### src/cpu_pkg.sv
package cpu_pkg;

    // ------------------------------
    // Widths
    // ------------------------------

    // Data word width. Addresses and IO port numbers use it too.
    parameter int data_width = 16;
    // One instruction word is two data words.
    parameter int instr_width = 2 * data_width;

    typedef logic [3:0] reg_addr_t;
    typedef logic [data_width-1:0] data_t;

    // ------------------------------
    // Opcodes
    // ------------------------------

    // Unlisted codes fall through the decoder as a no-op.
    typedef enum logic [7:0] {
        op_add  = 8'h01,
        op_sub  = 8'h02,
        op_and  = 8'h03,
        op_or   = 8'h04,
        op_xor  = 8'h05,
        op_shl  = 8'h06,
        op_shr  = 8'h07,
        op_ldi  = 8'h10,
        op_addi = 8'h11,
        op_in   = 8'h20,
        op_out  = 8'h21,
        op_jmp  = 8'h30,
        op_jz   = 8'h31,
        op_jc   = 8'h32,
        op_hlt  = 8'hff
    } opcode_e;

    // ------------------------------
    // Instruction formats
    // ------------------------------

    // Register format, dest <= src_a op src_b.
    typedef struct packed {
        opcode_e     opcode;
        reg_addr_t   dest;
        reg_addr_t   src_a;
        reg_addr_t   src_b;
        logic [11:0] unused;
    } instr_reg_t;

    // Immediate format. The register field is a destination or a source.
    typedef struct packed {
        opcode_e    opcode;
        reg_addr_t  rreg;
        logic [3:0] unused;
        data_t      imm;
    } instr_imm_t;

    // Both views keep the opcode in the top byte.
    typedef union packed {
        instr_reg_t r;
        instr_imm_t i;
    } instr_u;

    // ------------------------------
    // Control and status
    // ------------------------------

    typedef struct packed {
        logic carry;
        logic zero;
    } alu_flags_t;

    typedef struct packed {
        opcode_e   opcode;
        reg_addr_t dest;
        logic      we;
        logic      flag_en;
        logic      b_is_imm;
        logic      is_io_rd;
        logic      is_io_wr;
        logic      is_jump;
        logic      is_halt;
    } decoded_t;

endpackage
### src/cpu.sv
`timescale 1ns/1ns

module cpu
    import cpu_pkg::*;
#(
    parameter int io_credits = 4
)
(
    input  logic                   clk,
    input  logic                   reset,
    // Flash port.
    output data_t                  address,
    input  logic [instr_width-1:0] data,
    output logic                   rd,
    output logic                   hlt,
    // IO port.
    output logic                   io_rd,
    output logic                   io_wr,
    output data_t                  io_addr,
    output data_t                  io_wdata,
    input  data_t                  io_rdata,
    input  logic                   credit_return
);

    logic [1:0] stage;
    decoded_t   ctrl;
    alu_flags_t flags;
    reg_addr_t  raddr_a, raddr_b, reg_waddr;
    data_t      rdata_a, rdata_b, reg_wdata;
    data_t      op_a, op_b, imm, alu_result, next_address;
    logic       reg_we;

    // ------------------------------
    // Datapath
    // ------------------------------

    reg_file u_reg_file (
        .clk(clk), .reset(reset),
        .raddr_a(raddr_a), .rdata_a(rdata_a),
        .raddr_b(raddr_b), .rdata_b(rdata_b),
        .we(reg_we), .waddr(reg_waddr), .wdata(reg_wdata)
    );

    idecoder u_idecoder (
        .clk(clk), .reset(reset), .stage(stage), .data(data),
        .raddr_a(raddr_a), .raddr_b(raddr_b),
        .rdata_a(rdata_a), .rdata_b(rdata_b),
        .ctrl(ctrl), .op_a(op_a), .op_b(op_b), .imm(imm)
    );

    alu u_alu (
        .clk(clk), .reset(reset), .stage(stage), .ctrl(ctrl),
        .op_a(op_a), .op_b(op_b), .result(alu_result), .flags(flags)
    );

    // Next address is worked out beside the ALU.
    branch_unit u_branch_unit (
        .address(address), .ctrl(ctrl), .flags(flags),
        .imm(imm), .next_address(next_address)
    );

    // ------------------------------
    // Control
    // ------------------------------

    cpu_sequencer #(.io_credits(io_credits)) u_cpu_sequencer (
        .clk(clk), .reset(reset), .ctrl(ctrl),
        .imm(imm), .op_a(op_a), .alu_result(alu_result),
        .next_address(next_address), .io_rdata(io_rdata),
        .credit_return(credit_return), .stage(stage), .address(address),
        .rd(rd), .io_rd(io_rd), .io_wr(io_wr), .hlt(hlt),
        .io_addr(io_addr), .io_wdata(io_wdata),
        .reg_we(reg_we), .reg_waddr(reg_waddr), .reg_wdata(reg_wdata)
    );

endmodule

### src/cpu_sequencer.sv
`timescale 1ns/1ns

module cpu_sequencer
    import cpu_pkg::*;
#(
    parameter int io_credits = 4
)
(
    input  logic       clk,
    input  logic       reset,
    input  decoded_t   ctrl,
    input  data_t      imm,
    input  data_t      op_a,
    input  data_t      alu_result,
    input  data_t      next_address,
    input  data_t      io_rdata,
    input  logic       credit_return,
    output logic [1:0] stage,
    output data_t      address,
    output logic       rd,
    output logic       io_rd,
    output logic       io_wr,
    output logic       hlt,
    output data_t      io_addr,
    output data_t      io_wdata,
    output logic       reg_we,
    output reg_addr_t  reg_waddr,
    output logic [data_width-1:0] reg_wdata
);

    localparam int credit_width = $clog2(io_credits + 1);

    // Stage encoding. Boot is only seen right after reset.
    localparam logic [1:0] stage_fetch  = 2'd0;
    localparam logic [1:0] stage_decode = 2'd1;
    localparam logic [1:0] stage_exec   = 2'd2;
    localparam logic [1:0] stage_boot   = 2'd3;

    logic [credit_width-1:0] credit_cnt;
    logic                    exec_wait;
    logic                    exec_done;
    // Write-back pending from the last instruction.
    logic                    wb_pending;
    logic                    wb_from_io;
    data_t                   io_data_q;

    // OUT holds in execute until a credit is free.
    assign exec_wait = ctrl.is_io_wr && (credit_cnt == '0);
    assign exec_done = (stage == stage_exec) && !exec_wait;

    // ------------------------------
    // External strobes
    // ------------------------------

    assign rd       = (stage == stage_fetch) && !hlt;
    assign io_rd    = (stage == stage_decode) && ctrl.is_io_rd;
    // The write fires in the cycle that OUT leaves execute.
    assign io_wr    = exec_done && ctrl.is_io_wr;
    assign io_addr  = imm;
    assign io_wdata = op_a;

    // Write-back lands in the fetch stage of the next instruction.
    assign reg_we    = wb_pending;
    assign reg_wdata = wb_from_io ? io_data_q : alu_result;

    // ------------------------------
    // Stage counter and control state
    // ------------------------------

    always_ff @(posedge clk) begin
        if (!reset) begin
            stage      <= stage_boot;
            address    <= '0;
            hlt        <= 1'b0;
            credit_cnt <= credit_width'(io_credits);
            wb_pending <= 1'b0;
            wb_from_io <= 1'b0;
        end
        else begin
            // One credit spent per write, one back per return pulse.
            credit_cnt <= credit_cnt + credit_width'(credit_return)
                                     - credit_width'(io_wr);
            if (!hlt) begin
                case (stage)
                    stage_boot:   stage <= stage_fetch;
                    stage_fetch: begin
                        stage      <= stage_decode;
                        wb_pending <= 1'b0;
                    end
                    stage_decode: stage <= stage_exec;
                    default: begin
                        if (!exec_wait) begin
                            stage      <= stage_fetch;
                            wb_pending <= ctrl.we;
                            wb_from_io <= ctrl.is_io_rd;
                            // Halt keeps the address on the HLT word.
                            if (ctrl.is_halt) begin
                                hlt <= 1'b1;
                            end
                            else begin
                                address <= next_address;
                            end
                        end
                    end
                endcase
            end
        end
    end

    // Write-back payload.
    always_ff @(posedge clk) begin
        if (exec_done) begin
            reg_waddr <= ctrl.dest;
            io_data_q <= io_rdata;
        end
    end

    // ------------------------------
    // Assertions
    // ------------------------------

    // The queue never returns more credits than it was given.
    assert property (@(posedge clk) disable iff (!reset)
        credit_cnt <= credit_width'(io_credits))
        else $error("cpu_sequencer: credit count above io_credits");

    assert property (@(posedge clk) disable iff (!reset)
        io_wr |-> credit_cnt != '0)
        else $error("cpu_sequencer: io_wr without a credit");

    assert property (@(posedge clk) disable iff (!reset)
        !(io_rd && io_wr))
        else $error("cpu_sequencer: io_rd and io_wr together");

endmodule

### src/branch_unit.sv
`timescale 1ns/1ns

module branch_unit
    import cpu_pkg::*;
(
    // Address of the instruction now executing.
    input  data_t      address,
    input  decoded_t   ctrl,
    // Flags left by the previous flag-setting instruction.
    input  alu_flags_t flags,
    input  data_t      imm,
    output data_t      next_address
);

    logic taken;

    // ------------------------------
    // Branch condition
    // ------------------------------

    always_comb begin
        taken = 1'b0;
        if (ctrl.is_jump) begin
            case (ctrl.opcode)
                op_jmp:  taken = 1'b1;
                op_jz:   taken = flags.zero;
                op_jc:   taken = flags.carry;
                default: taken = 1'b0;
            endcase
        end
    end

    // Jump target is absolute.
    // Anything else steps to the next word.
    assign next_address = taken ? imm : address + data_t'(1);

    // Runs beside the ALU in the execute stage.
    // The sequencer only samples next_address at the end of stage 2.
    // Fetch and decode cycles may show a stale value here.

endmodule

### src/alu.sv
`timescale 1ns/1ns

module alu
    import cpu_pkg::*;
(
    input  logic       clk,
    input  logic       reset,
    input  logic [1:0] stage,
    input  decoded_t   ctrl,
    input  data_t      op_a,
    input  data_t      op_b,
    output data_t      result,
    output alu_flags_t flags
);

    // One bit wider than a data word to catch the carry.
    logic [data_width:0] sum_w;
    logic [data_width:0] diff_w;
    data_t               res_c;
    logic                carry_c;

    assign sum_w  = {1'b0, op_a} + {1'b0, op_b};
    // Borrow shows up in the top bit.
    assign diff_w = {1'b0, op_a} - {1'b0, op_b};

    // ------------------------------
    // Combinational datapath
    // ------------------------------

    always_comb begin
        res_c   = '0;
        carry_c = 1'b0;
        case (ctrl.opcode)
            op_add, op_addi: begin
                res_c   = sum_w[data_width-1:0];
                carry_c = sum_w[data_width];
            end
            op_sub: begin
                res_c   = diff_w[data_width-1:0];
                carry_c = diff_w[data_width];
            end
            op_and: res_c = op_a & op_b;
            op_or:  res_c = op_a | op_b;
            op_xor: res_c = op_a ^ op_b;
            op_shl: begin
                // Bit shifted out goes to carry.
                res_c   = {op_a[data_width-2:0], 1'b0};
                carry_c = op_a[data_width-1];
            end
            op_shr: begin
                res_c   = {1'b0, op_a[data_width-1:1]};
                carry_c = op_a[0];
            end
            // Operand b already holds the immediate.
            op_ldi: res_c = op_b;
            default: ;
        endcase
    end

    // ------------------------------
    // Result and flag registers
    // ------------------------------

    // Result register, loaded every execute cycle.
    always_ff @(posedge clk) begin
        if (stage == 2'd2) begin
            result <= res_c;
        end
    end

    // Flags survive until the next flag-setting instruction.
    always_ff @(posedge clk) begin
        if (!reset) begin
            flags <= '0;
        end
        else if (stage == 2'd2 && ctrl.flag_en) begin
            flags.carry <= carry_c;
            flags.zero  <= (res_c == '0);
        end
    end

    // Zero flag agrees with the stored result after every update.
    property zero_tracks_result;
        @(posedge clk) disable iff (!reset)
        (stage == 2'd2 && ctrl.flag_en) |=> (flags.zero == (result == '0));
    endproperty

    assert property (zero_tracks_result)
        else $error("alu: zero flag does not match result");

endmodule

### src/idecoder.sv
`timescale 1ns/1ns

module idecoder
    import cpu_pkg::*;
(
    input  logic                   clk,
    input  logic                   reset,
    input  logic [1:0]             stage,
    // Instruction word from the flash.
    input  logic [instr_width-1:0] data,
    // Register file read ports.
    output reg_addr_t              raddr_a,
    output reg_addr_t              raddr_b,
    input  data_t                  rdata_a,
    input  data_t                  rdata_b,
    // Decoded instruction.
    output decoded_t               ctrl,
    output data_t                  op_a,
    output data_t                  op_b,
    output data_t                  imm
);

    // Instruction latched at the end of the decode stage.
    instr_u  instr_q;
    // The word being decoded right now.
    instr_u  instr;
    opcode_e opcode;
    logic    is_reg_fmt;

    // ------------------------------
    // Instruction latch
    // ------------------------------

    always_ff @(posedge clk) begin
        if (!reset) begin
            // Zero opcode decodes as a no-op.
            instr_q <= '0;
        end
        else if (stage == 2'd1) begin
            instr_q <= data;
        end
    end

    // Transparent during decode so that IO reads can start in stage 1.
    // Held from the latch during execute.
    assign instr  = (stage == 2'd1) ? instr_u'(data) : instr_q;
    assign opcode = instr.r.opcode;

    // Register-format instructions are the ALU register operations.
    assign is_reg_fmt = opcode inside {op_add, op_sub, op_and, op_or,
                                       op_xor, op_shl, op_shr};

    // ------------------------------
    // Operand selection
    // ------------------------------

    // Immediate format reads its one register field on port a.
    // Used as source for addi and out.
    assign raddr_a = is_reg_fmt ? instr.r.src_a : instr.i.rreg;
    assign raddr_b = is_reg_fmt ? instr.r.src_b : '0;
    assign imm     = is_reg_fmt ? '0 : instr.i.imm;

    assign op_a = rdata_a;
    assign op_b = ctrl.b_is_imm ? imm : rdata_b;

    // ------------------------------
    // Control struct
    // ------------------------------

    always_comb begin
        ctrl          = '0;
        ctrl.opcode   = opcode;
        ctrl.dest     = is_reg_fmt ? instr.r.dest : instr.i.rreg;
        case (opcode)
            op_add, op_sub, op_and, op_or, op_xor, op_shl, op_shr: begin
                ctrl.we      = 1'b1;
                ctrl.flag_en = 1'b1;
            end
            op_ldi: begin
                // Plain load, flags untouched.
                ctrl.we       = 1'b1;
                ctrl.b_is_imm = 1'b1;
            end
            op_addi: begin
                ctrl.we       = 1'b1;
                ctrl.flag_en  = 1'b1;
                ctrl.b_is_imm = 1'b1;
            end
            op_in: begin
                ctrl.we       = 1'b1;
                ctrl.is_io_rd = 1'b1;
            end
            op_out:                ctrl.is_io_wr = 1'b1;
            op_jmp, op_jz, op_jc:  ctrl.is_jump  = 1'b1;
            op_hlt:                ctrl.is_halt  = 1'b1;
            // Anything else runs as a no-op.
            default: ;
        endcase
    end

endmodule

### src/reg_file.sv
`timescale 1ns/1ns

module reg_file
    import cpu_pkg::*;
(
    input  logic      clk,
    input  logic      reset,
    // Read port a.
    input  reg_addr_t raddr_a,
    output data_t     rdata_a,
    // Read port b.
    input  reg_addr_t raddr_b,
    output data_t     rdata_b,
    // Write port.
    input  logic      we,
    input  reg_addr_t waddr,
    input  data_t     wdata
);

    // Sixteen general registers.
    data_t regs [16];

    // Reads are combinational.
    // The decoder sees the operands in the same cycle it names them.
    assign rdata_a = regs[raddr_a];
    assign rdata_b = regs[raddr_b];

    // ------------------------------
    // Write port
    // ------------------------------

    always_ff @(posedge clk) begin
        if (!reset) begin
            // All registers start at zero.
            for (int i = 0; i < 16; i++) begin
                regs[i] <= '0;
            end
        end
        else if (we) begin
            regs[waddr] <= wdata;
        end
    end

    // Write-back lands in the fetch stage, well before the next decode reads.
    // No read-during-write bypass is needed.

endmodule

### config.mk
export PLATFORM = sky130hd
export DESIGN_NAME = cpu
export DESIGN_NICKNAME = d
export VERILOG_FILES = /design/src/cpu_pkg.sv /design/src/cpu.sv /design/src/cpu_sequencer.sv /design/src/branch_unit.sv /design/src/alu.sv /design/src/idecoder.sv /design/src/reg_file.sv
export SDC_FILE = /design/constraint.sdc
export NUM_CORES = 1
export LEC_CHECK = 0
export BUFFER_PORTS_ARGS = -buffer_cell sky130_fd_sc_hd__buf_2
export CAP_MARGIN = 5
export CORE_ASPECT_RATIO = 0.5
export CORE_MARGIN = 1.5
export CORE_UTILIZATION = 50
export CTS_CLUSTER_SIZE = 20
export DETAILED_ROUTE_END_ITERATION = 10
export HOLD_SLACK_MARGIN = 0.05
export PLACE_DENSITY = 0.7
export SYNTH_ARGS = -nofsm -noshare
export SYNTH_HDL_FRONTEND = slang
export SYNTH_SLANG_ARGS = --single-unit
export TNS_END_PERCENT = 1
### constraint.sdc
create_clock -name clk -period 6.5 [get_ports clk]
set_clock_uncertainty 0.15 [all_clocks]
set_input_delay 0.325 -clock clk [delete_from_list [all_inputs] [get_ports clk]]
set_output_delay 0.325 -clock clk [all_outputs]
set_load 0.05 [all_outputs]
==> impl_results.md <==
* Initial antenna violation count at 1
* Final core occ at between 60% and 70%
* CP top delay family: compound AO/OA/AOI/OAI gates
* Critical Path Fanout Max at 8
* Mapped Area at approximately 21000 um^2
* Failing checks: setup timing
* First-pass GRT wire length at 135000 um
* Ant. Diodes at 0
* Syn Area/Cell at 9.10 um^2
* Seq/Total Area, Yosys at between 40% and 50%
* Clock sinks at 350
* Tightest Pin Transition at ~1.3 ns
* Vias per std cell at roughly 6.4
* Initial DRC count at 3691
* Pin count of the biggest net entering global routing at 76
* Hold Path Class: input port to flip-flop
* YS warnings at 0
* Worst EP required at roughly 6.8 ns
* Area share of the largest cell type after synthesis at roughly two fifths
* Dpl ws at -0.594 ns
* CP max-delay cell: or4_4
* Max IR drop VDD at about 260 uV
* Sum of buffers and inverters on the critical path at 6
* GR Util All Layers at a little over two fifths
* Top FF cell, synth: edfxtp_1
* Worst-Skew Late Latency at 0.58 ns
* Cells after DPL at approximately 3200
* RSZ-0062 raised after global routing: true
* Most common cell in the netlist: nand2_1
* Post-route setup slack at -0.237 ns
* Area Overhead vs Synth at 26.2%
* Max clock buf depth at 3
* Die X at ~300 um
* Core ar. at 42100 um^2
* Die ar. at ~44000 um^2
* Max-slew headroom at the worst pin at between 10% and 20%
* Critical path class: flip-flop to flip-flop
* Max Clock Freq at between 100 and 150 MHz
* Clock-pin transition on the worst setup and hold timing paths at 0.07 ns
* FF/Latch Area at between 9000 and 10000 um^2
* Post-synthesis cell type count at 90
* Die Y at around 150 um
* Residual DRC count at 0
* Top Ports at 103
* RD Place Congestion at ~1.1
* Post-synth top area cell: edfxtp_1
* # setup viols final at 3
* Hold Violations, Final at 0
* Num CTS Buffers at 35
* Fillers at about 3500
* Max stage delay on crit path at about 0.55 ns
* Root buffer cell: clkbuf_16
* Syn Inst Count at roughly 2400
* Post-synthesis net count at between 2000 and 2500
* Status: finished, violations left
* Starting density of the core at 50.9%
* CTS tree: yes
* # rows at 53
* Final period utilization at 104%
* Vias post-DR at ~21000
* Vias in the first global route at 19578
* CP Launch Type: flip-flop
* Area of the multi-input gates at 11100 um^2
* Count of input and output buffers at about 100
* Synth Register Bits at 350
* Async S/R FF share, synth at 0%
* Worst endpoint data arrival time at approximately 7.1 ns
* Area contributors post-synth: edfxtp_1, mux2i_1, nand2_1
* Nets at around 2900
* Dpl hpwl at slightly below 70000 um
* Share of cells above drive strength 1 at 24.3%
* Post-synth EDFFs at 292
* ANT nets after route at 0
* Post-layout min period at between 6 and 7 ns
* Final Non-Filler Cells at 3355
* H-Tree Depth at 2
* Max cap viols at 0
* Most frequent CP cell: buf_4
* Lkg Pwr at 10.8 nW
* Final WL at 94400 um
* Max Slew Vio Count at 0
* Wire per inst at 28.1 um
* Post-synth top cells: nand2_1, nor2_1, edfxtp_1
* Grt ovf at 0
* DRT Pass-1 Iters at 6
* Critical Path End Type: flip-flop
* Power Density at 305 nW/um^2
where the power goes:
group / leakage [nW] / total [mW] / switching, mW / internal, mW
clock network: 0.533 / 2.08 / 1.00 / 1.08
registers: 3.46 / 2.62 / 0.0751 / 2.54
logic: 6.81 / 3.55 / 2.16 / 1.40
total: 10.8 / 8.25 / 3.24 / 5.02
registers in the layout (all words and copies together) (netlist names):
register and cells:
u_idecoder.instr_q 32, u_cpu_sequencer.hlt 1, u_reg_file.regs 256, u_cpu_sequencer.reg_we 1
u_cpu_sequencer.credit_cnt 3, u_cpu_sequencer.stage 2, u_cpu_sequencer.address 16, u_cpu_sequencer.io_data_q 16
u_alu.flags 2, u_cpu_sequencer.wb_from_io 1, u_cpu_sequencer.reg_waddr 4, u_alu.result 16
per-layer routing:
metal	vias to the layer above	global-route usage, %	part of all wire [%]
li1	9347	-	-
met1	10228	61.9	41
met2	1685	56.9	39
met3	176	19.0	18
met4	0	9.26	2.3
met5	-	0	0
stage by stage:
stage	cell area (um^2)	setup TNS, ns	hold slack (ns)	power [mW]
6_report	27100	-0.525	0.0617	8.25
2_1_floorplan	21500	0	0.274	4.33
4_1_cts	27000	0	0.0553	8.06
3_3_place_gp	24900	-0.551	0.310	5.81
3_5_place_dp	24900	-0.871	0.316	5.82
5_1_grt	27100	-1.04	0.0873	8.49
layout make-up:
type                       instances  share of cell area (%)
clock buffer                      41                    3.40
clock inverter                    23                   0.698
inverter                          55                   0.763
multi-input combinational       1784                    41.1
sequential                       350                    36.7
tap                              577                    2.67
timing repair buffer             525                    14.6
worst reg2reg max path, delay by kind of cell, from the launching register on:
family	cells	cell delay (ns)
and+or+nand+nor	7	1.60
adders and majority gates	2	0.44
DFF	1	0.37
AOI/OAI and AO/OA	14	3.03
buffers and inverters	6	1.06
cell families (layout without fill, tap and decap cells):
kind of cell	after synthesis	count (layout)	synth area share [%]
and+or+nand+nor	1102	1102	22.7
adders and majority gates	56	56	3.37
AOI/OAI and AO/OA	459	459	15.2
muxes	163	163	7.91
buffers and inverters	222	644	4.33
DFF	350	350	46.3
xor gates and xnor gates	4	4	0.163
placed cells by master (no fill, tap or decap), types with 23 or more instances in the layout:
cell type / instances
dlygate4sd3_1: 35
clkbuf_16: 36
buf_2: 102
nand2_1: 398
nand3_1: 109
dfxtp_1: 56
ha_1: 47
o21ai_0: 81
nor2_1: 368
mux2i_1: 146
nor2b_1: 29
and3_1: 31
and2_1: 25
nor3_1: 42
a221oi_1: 23
buf_4: 369
a21oi_1: 85
inv_1: 54
edfxtp_1: 292
a31oi_1: 26
repair_timing:
item | in CTS | in global routing
pin swaps | 26 | 9
setup endpoints to repair | 4 | 5
cloned | 1 | 0
gates resized for setup | 81 | 13
hold endpoints to repair | 37 | 0
hold buffers | 35 | 0
buffers inserted | 28 | 3
worst paths after layout:
path	from	endpoint	slack (ns)	cells after the start
setup / recovery	u_cpu_sequencer.stage[1]	u_alu.flags[0]	-0.24	29
hold / removal	data[9]	u_idecoder.instr_q[9]	0.06	4
hold reg to reg	u_alu.flags[1]	u_alu.flags[1]	0.34	1
setup reg to reg	u_cpu_sequencer.stage[1]	u_alu.flags[0]	-0.24	29
No activity file was read; power rests on OpenSTA's default activity.
